[src/logic/pad_control_pkg.sv]
//////////////////////////////////////////////////////////////////////
// pad control definitions
// pad positions, function and mode codes and the grouped signal types
// used by the pad output mux, the input demux and their top level
//////////////////////////////////////////////////////////////////////

package pad_control_pkg;

   //////////////////////////////////////////////////////////////////////
   // pad frame geometry
   //////////////////////////////////////////////////////////////////////

   localparam int unsigned N_PADS     = 10;
   localparam int unsigned PAD_CFG_W  = 6;
   localparam int unsigned N_SPI_DATA = 4;

   // position of each pad in the frame, gpio bit k belongs to pad k
   localparam int unsigned PAD_SPIM_SDIO0 = 0;
   localparam int unsigned PAD_SPIM_SDIO1 = 1;
   localparam int unsigned PAD_SPIM_SDIO2 = 2;
   localparam int unsigned PAD_SPIM_SDIO3 = 3;
   localparam int unsigned PAD_SPIM_CSN0  = 4;
   localparam int unsigned PAD_SPIM_SCK   = 5;
   localparam int unsigned PAD_UART_RX    = 6;
   localparam int unsigned PAD_UART_TX    = 7;
   localparam int unsigned PAD_I2C0_SDA   = 8;
   localparam int unsigned PAD_I2C0_SCL   = 9;

   //////////////////////////////////////////////////////////////////////
   // function select and chip mode
   //////////////////////////////////////////////////////////////////////

   // two bit function select of one pad
   typedef enum logic [1:0] {
      PAD_FUNC  = 2'd0,
      PAD_GPIO  = 2'd1,
      PAD_ALT   = 2'd2,
      PAD_EFPGA = 2'd3
   } pad_func_e;

   typedef pad_func_e [N_PADS-1:0] pad_sel_t;

   typedef logic [N_PADS-1:0] pad_vec_t;

   typedef logic [N_PADS-1:0][PAD_CFG_W-1:0] pad_cfg_arr_t;

   // any mode other than asic hands the efpga inputs to the hw path
   typedef enum logic [1:0] {
      MODE_FUNCTIONAL_ASIC      = 2'd0,
      MODE_FUNCTIONAL_FPGA_SPIS = 2'd1,
      MODE_TEST                 = 2'd2
   } fpga_mode_e;

   //////////////////////////////////////////////////////////////////////
   // grouped signals
   //////////////////////////////////////////////////////////////////////

   // value and enable toward the pad frame
   typedef struct packed {
      pad_vec_t out;
      pad_vec_t oe;
   } pad_drive_t;

   // spi master outputs, oen is active low per data line
   typedef struct packed {
      logic                  clk;
      logic                  csn;
      logic [N_SPI_DATA-1:0] oen;
      logic [N_SPI_DATA-1:0] sdo;
   } spim_tx_t;

   typedef struct packed {
      logic scl_out;
      logic scl_oe;
      logic sda_out;
      logic sda_oe;
   } i2c_tx_t;

   // dir high means the gpio bit drives its pad
   typedef struct packed {
      pad_vec_t out;
      pad_vec_t dir;
   } gpio_tx_t;

endpackage

[src/logic/pad_out_mux.sv]
//////////////////////////////////////////////////////////////////////
// pad output mux
// picks output value, output enable and pad configuration of every pad
// from its peripheral, gpio, i2c1 alternate or efpga function
//////////////////////////////////////////////////////////////////////

`timescale 1ns/1ns

module pad_out_mux (
   input  pad_control_pkg::pad_sel_t     pad_sel_i,
   input  pad_control_pkg::spim_tx_t     spim_i,
   input  logic                          uart_tx_i,
   input  pad_control_pkg::i2c_tx_t      i2c0_i,
   input  pad_control_pkg::i2c_tx_t      i2c1_i,
   input  pad_control_pkg::gpio_tx_t     gpio_i,
   input  pad_control_pkg::pad_cfg_arr_t gpio_cfg_i,
   input  pad_control_pkg::pad_cfg_arr_t pad_cfg_i,
   output pad_control_pkg::pad_drive_t   pad_drive_o,
   output pad_control_pkg::pad_cfg_arr_t pad_cfg_o
);

   import pad_control_pkg::*;

   // candidates per pad, one vector per source
   pad_vec_t func_out;
   pad_vec_t func_oe;
   pad_vec_t alt_out;
   pad_vec_t alt_oe;

   //////////////////////////////////////////////////////////////////////
   // peripheral function of each pad
   //////////////////////////////////////////////////////////////////////

   always_comb begin
      // spi data lines drive only while the master enables them
      for (int k = 0; k < N_SPI_DATA; k++) begin
         func_out[PAD_SPIM_SDIO0 + k] = spim_i.sdo[k];
         func_oe[PAD_SPIM_SDIO0 + k]  = ~spim_i.oen[k];
      end

      func_out[PAD_SPIM_CSN0] = spim_i.csn;
      func_oe[PAD_SPIM_CSN0]  = 1'b1;
      func_out[PAD_SPIM_SCK]  = spim_i.clk;
      func_oe[PAD_SPIM_SCK]   = 1'b1;

      // rx pad is input only
      func_out[PAD_UART_RX] = 1'b0;
      func_oe[PAD_UART_RX]  = 1'b0;
      func_out[PAD_UART_TX] = uart_tx_i;
      func_oe[PAD_UART_TX]  = 1'b1;

      // open drain style, the i2c block owns both value and enable
      func_out[PAD_I2C0_SDA] = i2c0_i.sda_out;
      func_oe[PAD_I2C0_SDA]  = i2c0_i.sda_oe;
      func_out[PAD_I2C0_SCL] = i2c0_i.scl_out;
      func_oe[PAD_I2C0_SCL]  = i2c0_i.scl_oe;
   end

   //////////////////////////////////////////////////////////////////////
   // alternate function, i2c1 on pads 2/3 and 6/7
   //////////////////////////////////////////////////////////////////////

   always_comb begin
      alt_out = '0;
      alt_oe  = '0;

      alt_out[PAD_SPIM_SDIO2] = i2c1_i.sda_out;
      alt_oe[PAD_SPIM_SDIO2]  = i2c1_i.sda_oe;
      alt_out[PAD_SPIM_SDIO3] = i2c1_i.scl_out;
      alt_oe[PAD_SPIM_SDIO3]  = i2c1_i.scl_oe;

      alt_out[PAD_UART_RX] = i2c1_i.sda_out;
      alt_oe[PAD_UART_RX]  = i2c1_i.sda_oe;
      alt_out[PAD_UART_TX] = i2c1_i.scl_out;
      alt_oe[PAD_UART_TX]  = i2c1_i.scl_oe;
   end

   //////////////////////////////////////////////////////////////////////
   // per pad selection
   //////////////////////////////////////////////////////////////////////

   always_comb begin
      for (int k = 0; k < N_PADS; k++) begin
         case (pad_sel_i[k])
            PAD_FUNC: begin
               pad_drive_o.out[k] = func_out[k];
               pad_drive_o.oe[k]  = func_oe[k];
            end
            PAD_GPIO: begin
               pad_drive_o.out[k] = gpio_i.out[k];
               pad_drive_o.oe[k]  = gpio_i.dir[k];
            end
            PAD_ALT: begin
               pad_drive_o.out[k] = alt_out[k];
               pad_drive_o.oe[k]  = alt_oe[k];
            end
            // efpga pads are driven outside this block
            default: begin
               pad_drive_o.out[k] = 1'b0;
               pad_drive_o.oe[k]  = 1'b0;
            end
         endcase
      end
   end

   // gpio pads use the gpio config, everything else the default one
   for (genvar k = 0; k < N_PADS; k++) begin : g_pad_cfg
      assign pad_cfg_o[k] = (pad_sel_i[k] == PAD_GPIO) ? gpio_cfg_i[k] : pad_cfg_i[k];
   end

endmodule

[src/logic/pad_in_demux.sv]
//////////////////////////////////////////////////////////////////////
// pad input demux
// routes pad inputs back to spi, uart, i2c0, i2c1, gpio and the efpga
// and chooses between the hw and sw efpga input paths
//////////////////////////////////////////////////////////////////////

`timescale 1ns/1ns

module pad_in_demux (
   input  pad_control_pkg::pad_sel_t                pad_sel_i,
   input  pad_control_pkg::pad_vec_t                pad_in_i,
   input  pad_control_pkg::fpga_mode_e              mode_i,
   input  pad_control_pkg::pad_vec_t                fpga_in_hw_i,
   output logic [pad_control_pkg::N_SPI_DATA-1:0]   spi_sdi_o,
   output logic                                     uart_rx_o,
   output logic                                     i2c0_sda_in_o,
   output logic                                     i2c0_scl_in_o,
   output logic                                     i2c1_sda_in_o,
   output logic                                     i2c1_scl_in_o,
   output pad_control_pkg::pad_vec_t                gpio_in_o,
   output pad_control_pkg::pad_vec_t                fpga_in_o
);

   import pad_control_pkg::*;

   // efpga inputs as seen through the pad function select
   pad_vec_t fpga_in_sw;

   //////////////////////////////////////////////////////////////////////
   // peripheral inputs
   //////////////////////////////////////////////////////////////////////

   // each spi data input listens to its own pad
   for (genvar k = 0; k < N_SPI_DATA; k++) begin : g_spi_sdi
      assign spi_sdi_o[k] = (pad_sel_i[PAD_SPIM_SDIO0 + k] == PAD_FUNC) ?
                            pad_in_i[PAD_SPIM_SDIO0 + k] : 1'b0;
   end

   // idle level of uart and i2c lines is high
   assign uart_rx_o = (pad_sel_i[PAD_UART_RX] == PAD_FUNC) ? pad_in_i[PAD_UART_RX] : 1'b1;

   assign i2c0_sda_in_o = (pad_sel_i[PAD_I2C0_SDA] == PAD_FUNC) ?
                          pad_in_i[PAD_I2C0_SDA] : 1'b1;
   assign i2c0_scl_in_o = (pad_sel_i[PAD_I2C0_SCL] == PAD_FUNC) ?
                          pad_in_i[PAD_I2C0_SCL] : 1'b1;

   //////////////////////////////////////////////////////////////////////
   // i2c1 on its alternate pads
   //////////////////////////////////////////////////////////////////////

   // pads 2/3 win over pads 6/7 when both pairs are in alt
   always_comb begin
      if (pad_sel_i[PAD_SPIM_SDIO2] == PAD_ALT) begin
         i2c1_sda_in_o = pad_in_i[PAD_SPIM_SDIO2];
      end else if (pad_sel_i[PAD_UART_RX] == PAD_ALT) begin
         i2c1_sda_in_o = pad_in_i[PAD_UART_RX];
      end else begin
         i2c1_sda_in_o = 1'b1;
      end

      if (pad_sel_i[PAD_SPIM_SDIO3] == PAD_ALT) begin
         i2c1_scl_in_o = pad_in_i[PAD_SPIM_SDIO3];
      end else if (pad_sel_i[PAD_UART_TX] == PAD_ALT) begin
         i2c1_scl_in_o = pad_in_i[PAD_UART_TX];
      end else begin
         i2c1_scl_in_o = 1'b1;
      end
   end

   //////////////////////////////////////////////////////////////////////
   // gpio and efpga
   //////////////////////////////////////////////////////////////////////

   always_comb begin
      for (int k = 0; k < N_PADS; k++) begin
         gpio_in_o[k]  = (pad_sel_i[k] == PAD_GPIO) ? pad_in_i[k] : 1'b0;
         fpga_in_sw[k] = (pad_sel_i[k] == PAD_EFPGA) ? pad_in_i[k] : 1'b0;
      end
   end

   // outside asic mode the efpga gets its inputs straight from hw,
   // overriding whatever the pad selects say
   assign fpga_in_o = (mode_i != MODE_FUNCTIONAL_ASIC) ? fpga_in_hw_i : fpga_in_sw;

endmodule

[src/logic/pad_control.sv]
//////////////////////////////////////////////////////////////////////
// pad control
// pad multiplexer for the ten pad frame, output side and input side
//////////////////////////////////////////////////////////////////////

`timescale 1ns/1ns

module pad_control (
   // software pad selection and configuration
   input  pad_control_pkg::pad_sel_t                pad_sel_i,
   input  pad_control_pkg::pad_cfg_arr_t            gpio_cfg_i,
   input  pad_control_pkg::pad_cfg_arr_t            pad_cfg_i,
   input  pad_control_pkg::fpga_mode_e              mode_i,

   // peripherals toward the pads
   input  pad_control_pkg::spim_tx_t                spim_i,
   input  logic                                     uart_tx_i,
   input  pad_control_pkg::i2c_tx_t                 i2c0_i,
   input  pad_control_pkg::i2c_tx_t                 i2c1_i,
   input  pad_control_pkg::gpio_tx_t                gpio_i,
   input  pad_control_pkg::pad_vec_t                fpga_in_hw_i,

   // peripherals from the pads
   output logic [pad_control_pkg::N_SPI_DATA-1:0]   spi_sdi_o,
   output logic                                     uart_rx_o,
   output logic                                     i2c0_sda_in_o,
   output logic                                     i2c0_scl_in_o,
   output logic                                     i2c1_sda_in_o,
   output logic                                     i2c1_scl_in_o,
   output pad_control_pkg::pad_vec_t                gpio_in_o,
   output pad_control_pkg::pad_vec_t                fpga_in_o,

   // pad frame
   input  pad_control_pkg::pad_vec_t                pad_in_i,
   output pad_control_pkg::pad_drive_t              pad_drive_o,
   output pad_control_pkg::pad_cfg_arr_t            pad_cfg_o
);

   // drive side, value, enable and config per pad
   pad_out_mux pad_out_mux_inst (
      .pad_sel_i   (pad_sel_i),
      .spim_i      (spim_i),
      .uart_tx_i   (uart_tx_i),
      .i2c0_i      (i2c0_i),
      .i2c1_i      (i2c1_i),
      .gpio_i      (gpio_i),
      .gpio_cfg_i  (gpio_cfg_i),
      .pad_cfg_i   (pad_cfg_i),
      .pad_drive_o (pad_drive_o),
      .pad_cfg_o   (pad_cfg_o)
   );

   // receive side, same select word
   pad_in_demux pad_in_demux_inst (
      .pad_sel_i     (pad_sel_i),
      .pad_in_i      (pad_in_i),
      .mode_i        (mode_i),
      .fpga_in_hw_i  (fpga_in_hw_i),
      .spi_sdi_o     (spi_sdi_o),
      .uart_rx_o     (uart_rx_o),
      .i2c0_sda_in_o (i2c0_sda_in_o),
      .i2c0_scl_in_o (i2c0_scl_in_o),
      .i2c1_sda_in_o (i2c1_sda_in_o),
      .i2c1_scl_in_o (i2c1_scl_in_o),
      .gpio_in_o     (gpio_in_o),
      .fpga_in_o     (fpga_in_o)
   );

endmodule

[config.mk]
export PLATFORM = sky130hd
export DESIGN_NAME = pad_control
export DESIGN_NICKNAME = d
export VERILOG_FILES = /design/src/logic/pad_control_pkg.sv /design/src/logic/pad_out_mux.sv /design/src/logic/pad_in_demux.sv /design/src/logic/pad_control.sv
export SDC_FILE = /design/constraint.sdc
export NUM_CORES = 1
export LEC_CHECK = 0
export BUFFER_PORTS_ARGS = -buffer_cell sky130_fd_sc_hd__buf_4
export CAP_MARGIN = 30
export CORE_AREA = 2 2 120 122
export DETAILED_ROUTE_END_ITERATION = 12
export DIE_AREA = 0 0 122 124
export PLACE_DENSITY = 0.45
export SLEW_MARGIN = 0
export SYNTH_ARGS = -nofsm -noshare
export SYNTH_HDL_FRONTEND = slang
export SYNTH_SLANG_ARGS = --single-unit
export TNS_END_PERCENT = 10
[constraint.sdc]
create_clock -name vclk -period 1.6
set_clock_uncertainty 0.05 [all_clocks]
set_input_delay 0.24 -clock vclk [all_inputs]
set_output_delay 0.24 -clock vclk [all_outputs]
set_load 0.02 [all_outputs]
; Word-level counts from Yosys, hierarchy flattened
; Cells that the tools add are included.
[word_totals]
word_cells = 101
ff_bits = 0
[classes]
muxes = 62
bitwise = 4
reduce_logical = 11
n_eq_ne = 24
[ops]
columns = operator, n
row1 = two-way mux 6 bit, 10
row2 = two-way mux 1 bit, 31
row3 = "equality test 2 bit, second input constant", 14
row4 = case mux 1 bit (2 select lines), 14
row5 = "equality test 2 x 1 -> 1 bit, second input constant", 10
row6 = zero test 2 bit, 10
row7 = case mux 1 bit (3 select lines), 6
row8 = two-way mux 10 bit, 1
row9 = inverter 1 bit, 4
row10 = nonzero test 2 bit, 1

; Depth between registers and ports, before layout
[logic_depth]
ltp_word = 3
mapped_depth = 5

; Modules after synthesis
; A second synthesis with hierarchy kept.
[unflattened]
cells_unflattened = 198
area_unflattened_um2 = 1803.0
[modules_own_cells]
columns = mod, n_inst, seq_area_each_um2, area_per_inst_um2, cells_per_inst
row1 = pad_out_mux, 1, 0.0, 1451.4, 133
row2 = pad_in_demux, 1, 0.0, 351.6, 65

; Least setup slack after synthesis
; Ideal clock, no wire load.
[synth_path]
path_kind = input port to output port
startpoint = in mode_i[1]
endpoint = out fpga_in_o[0]
arrival_ns = 1.168
stages = 3
path_buffers = 1
setup_slack_ns = 0.142
path_cell_list = or2_2 -> clkbuf_2 -> o21ai_0
[synth_between]
elab_chain_len = 2
[synth_lines]
columns = element, line_no
row1 = from (decl), pad_control.sv:13  ; input pad_control_pkg::fpga_mode_e mode_i,
row2 = nonzero test 2 bit, pad_in_demux.sv:83  ; assign fpga_in_o = (mode_i != MODE_FUNCTIONAL_ASIC) ? fpga_in_hw_i : fpga_in_sw;
row3 = two-way mux 10 bit, pad_in_demux.sv:83
row4 = to (decl), pad_control.sv:31  ; output pad_control_pkg::pad_vec_t fpga_in_o,
; Every way passes these cells.

; Worst setup path in the final report
[layout_path]
startpoint = in mode_i[1]
endpoint = out fpga_in_o[9]
; Same word-level chain as after synthesis.

==> metrics.md <==
| Metric | Value |
|---|---|
| Status | finished clean |
| Worst VDD drop | ~0.15 mV |
| CLK BUF | 0 |
| Most common cell after layout, fill and taps aside | buf_4 |
| Overflow after GRT | 0 |
| DRC viols | 0 |
| Num sequential | 0 |
| Final WL | slightly above 9000 um |
| Peak Freq | 0.650 GHz |
| CP required | roughly 1.3 ns |
| Setup Slack @ Placement | 0.0278 ns |
| Hpwl dp | 8550 um |
| Critical path type | in2out |
| Via count | 2624 |
| Area Overhead vs Synth | 153% |
| Top cell type's share of synthesized area | between 20% and 30% |
| Highest-count cells in the layout ignoring fill and taps | buf_4 (316), mux2_2 (42), o21ai_0 (19) |
| Die width | 122 um |
| Post-synth top area cell | mux2_2 |
| Row cnt | 43 |
| Fin Setup TNS | 0 ns |
| CP startpoint kind | primary input |
| # Post-CTS Setup Buffers | 0 |
| Synthesis Warnings | 0 |
| Vias in the first global route | 2642 |
| Initial antenna violation count | 0 |
| Core ar. | 13700 um2 |
| Detailed Routing Iterations Pass 1 | 4 |
| Net Switching | 0.000568 W |
| Critical-path cell list | buf_4 -> or2_2 -> o21ai_0 -> buf_4 |
| Power share of the clock group | 0% |
| Slew HR | 71.6% |
| Die area | 15100 um2 |
| Slowest stage cell, crit path | or2_2 |
| Routed length per instance | ~14 um |
| Hold Crit Class | in2out |
| Nets@finish | between 700 and 800 |
| Seq pwr share | 0% |
| Cell count after synthesis | 197 |
| Setup violators final | 0 |
| Global-route wire length before repair | 12600 um |
| Fillers | 1485 |
| Syn Nets | 402 |
| Syn Area/Cell | between 8 and 9 um2 |
| Gate power share | 100.0% |
| Detail Route Antenna Nets | 0 |
| DIE HEIGHT | approximately 120 um |
| Initial Util | 11.9% |
| Final Cycle Share | 96.2% |
| Max-Cap Viols | 0 |
| Final slew viol count | 0 |
| Power density over the cells | 320 nW/um2 |
| Post-synthesis cell type count | 29 |
| Cell Area, Synth | 1630 um2 |
| Slack of the critical path | between 0.06 and 0.07 ns |
| Share of cells above drive strength 1 | 77.0% |
| Buf/Inv on CP | 2 |
| RSZ-0062 raised after global routing | false |
| Pint | between 0.0007 and 0.0008 W |
| Area of the multi-input gates | 1480 um2 |
| Slowest stage delay, CP | ~0.42 ns |
| Vias/cell | roughly 3.9 |
| Crit end category | output pin |
| Core Util, Final | 30.1% |
| Post-route minimum period | 1.54 ns |
| Largest net degree at the start of global routing | 11 |
| Most used cell, CP | buf_4 |
| CP Data Arrival Time | 1.25 ns |
| CP max FO | 10 |
| P_leak | 2.22 nW |
| Total GRT Usage | 10.4% |
| PortBufs | 310 |
| Hold Fails Final Rpt | 0 |
| Initial drt markers | between 40 and 50 |
| Delay-heaviest family, CP | simple AND/OR/NAND/NOR gates |
| Dominant cells by area after synthesis | mux2_2 (29%), mux2_4 (17%), mux2i_1 (8.0%) |
| Switching share of power | 43.1% |
| Sequential Area | 0 um2 |
| Post-synthesis sequential area ratio | 0% |
| Gpl congestion | about 0.78 |
| # diodes | 0 |
| Measured slew at the worst slew-check pin | 0.426 ns |
| I/O pins | 310 |
==> cell families after synthesis <==
family | Yosys count | synth area share [%]
buffers and inverters | 26 | 9.54
AOI/OAI and AO/OA | 32 | 10.8
and+or+nand+nor | 62 | 22.9
adders and majority gates | 4 | 3.08
muxes | 73 | 53.7
==> per-layer routing <==
metal,vias to the layer above,routed length (um),GRT usage [%]
met3,6,926,1.65
met2,170,5100,21.8
met4,0,82,0.934
met5,-,0,0
met1,1141,3210,11.0
li1,1307,-,-
==> worst paths after layout <==
kind	cells past startpoint	slack (ns)	to	startpoint
hold / removal	3	0.71	pad_drive_o[5]	pad_sel_i[11]
setup / recovery	4	0.06	fpga_in_o[9]	mode_i[1]
==> cells in the mapped netlist (4+ instances only) <==
master and n:
mux2_2 42, o21ai_0 20, mux2_4 18, inv_1 13, mux2i_1 13, nor2_1 13
nand3_1 9, nand2b_1 8, buf_6 7, nor2b_1 6, a21oi_1 5, and2_1 5
ha_1 4, nor2b_4 4
==> power by group through the flow <==
stage               combinational [W]  clock (W)  sequential, W
detailed placement            0.00133          0              0
CTS                           0.00134          0              0
floorplan                    0.000586          0              0
global placement              0.00133          0              0
finish                        0.00132          0              0
global route                  0.00141          0              0
==> layout make-up <==
type | instances | share of cell area (%)
inverters | 13 | 1.18
multi-input cells | 171 | 35.8
well taps | 180 | 5.46
repair buffers | 316 | 57.5
==> metrics by stage <==
step | std cells | cell area [um2] | hold WS (ns) | total power (W)
floorplan | 197 | 1630 | 0.507 | 0.000586
global placement | 680 | 4120 | 0.708 | 0.00133
detailed placement | 680 | 4120 | 0.706 | 0.00133
CTS | 680 | 4120 | 0.709 | 0.00134
global route | 680 | 4120 | 0.719 | 0.00141
finish | 680 | 4120 | 0.709 | 0.00132
==> what timing repair did <==
item / CTS / global route
resized for setup: 0 / 3
hold endpoints to repair: 0 / 0
hold buffers: 0 / 0
setup endpoints to repair: 0 / 10
(Power assumes the default switching activity.)
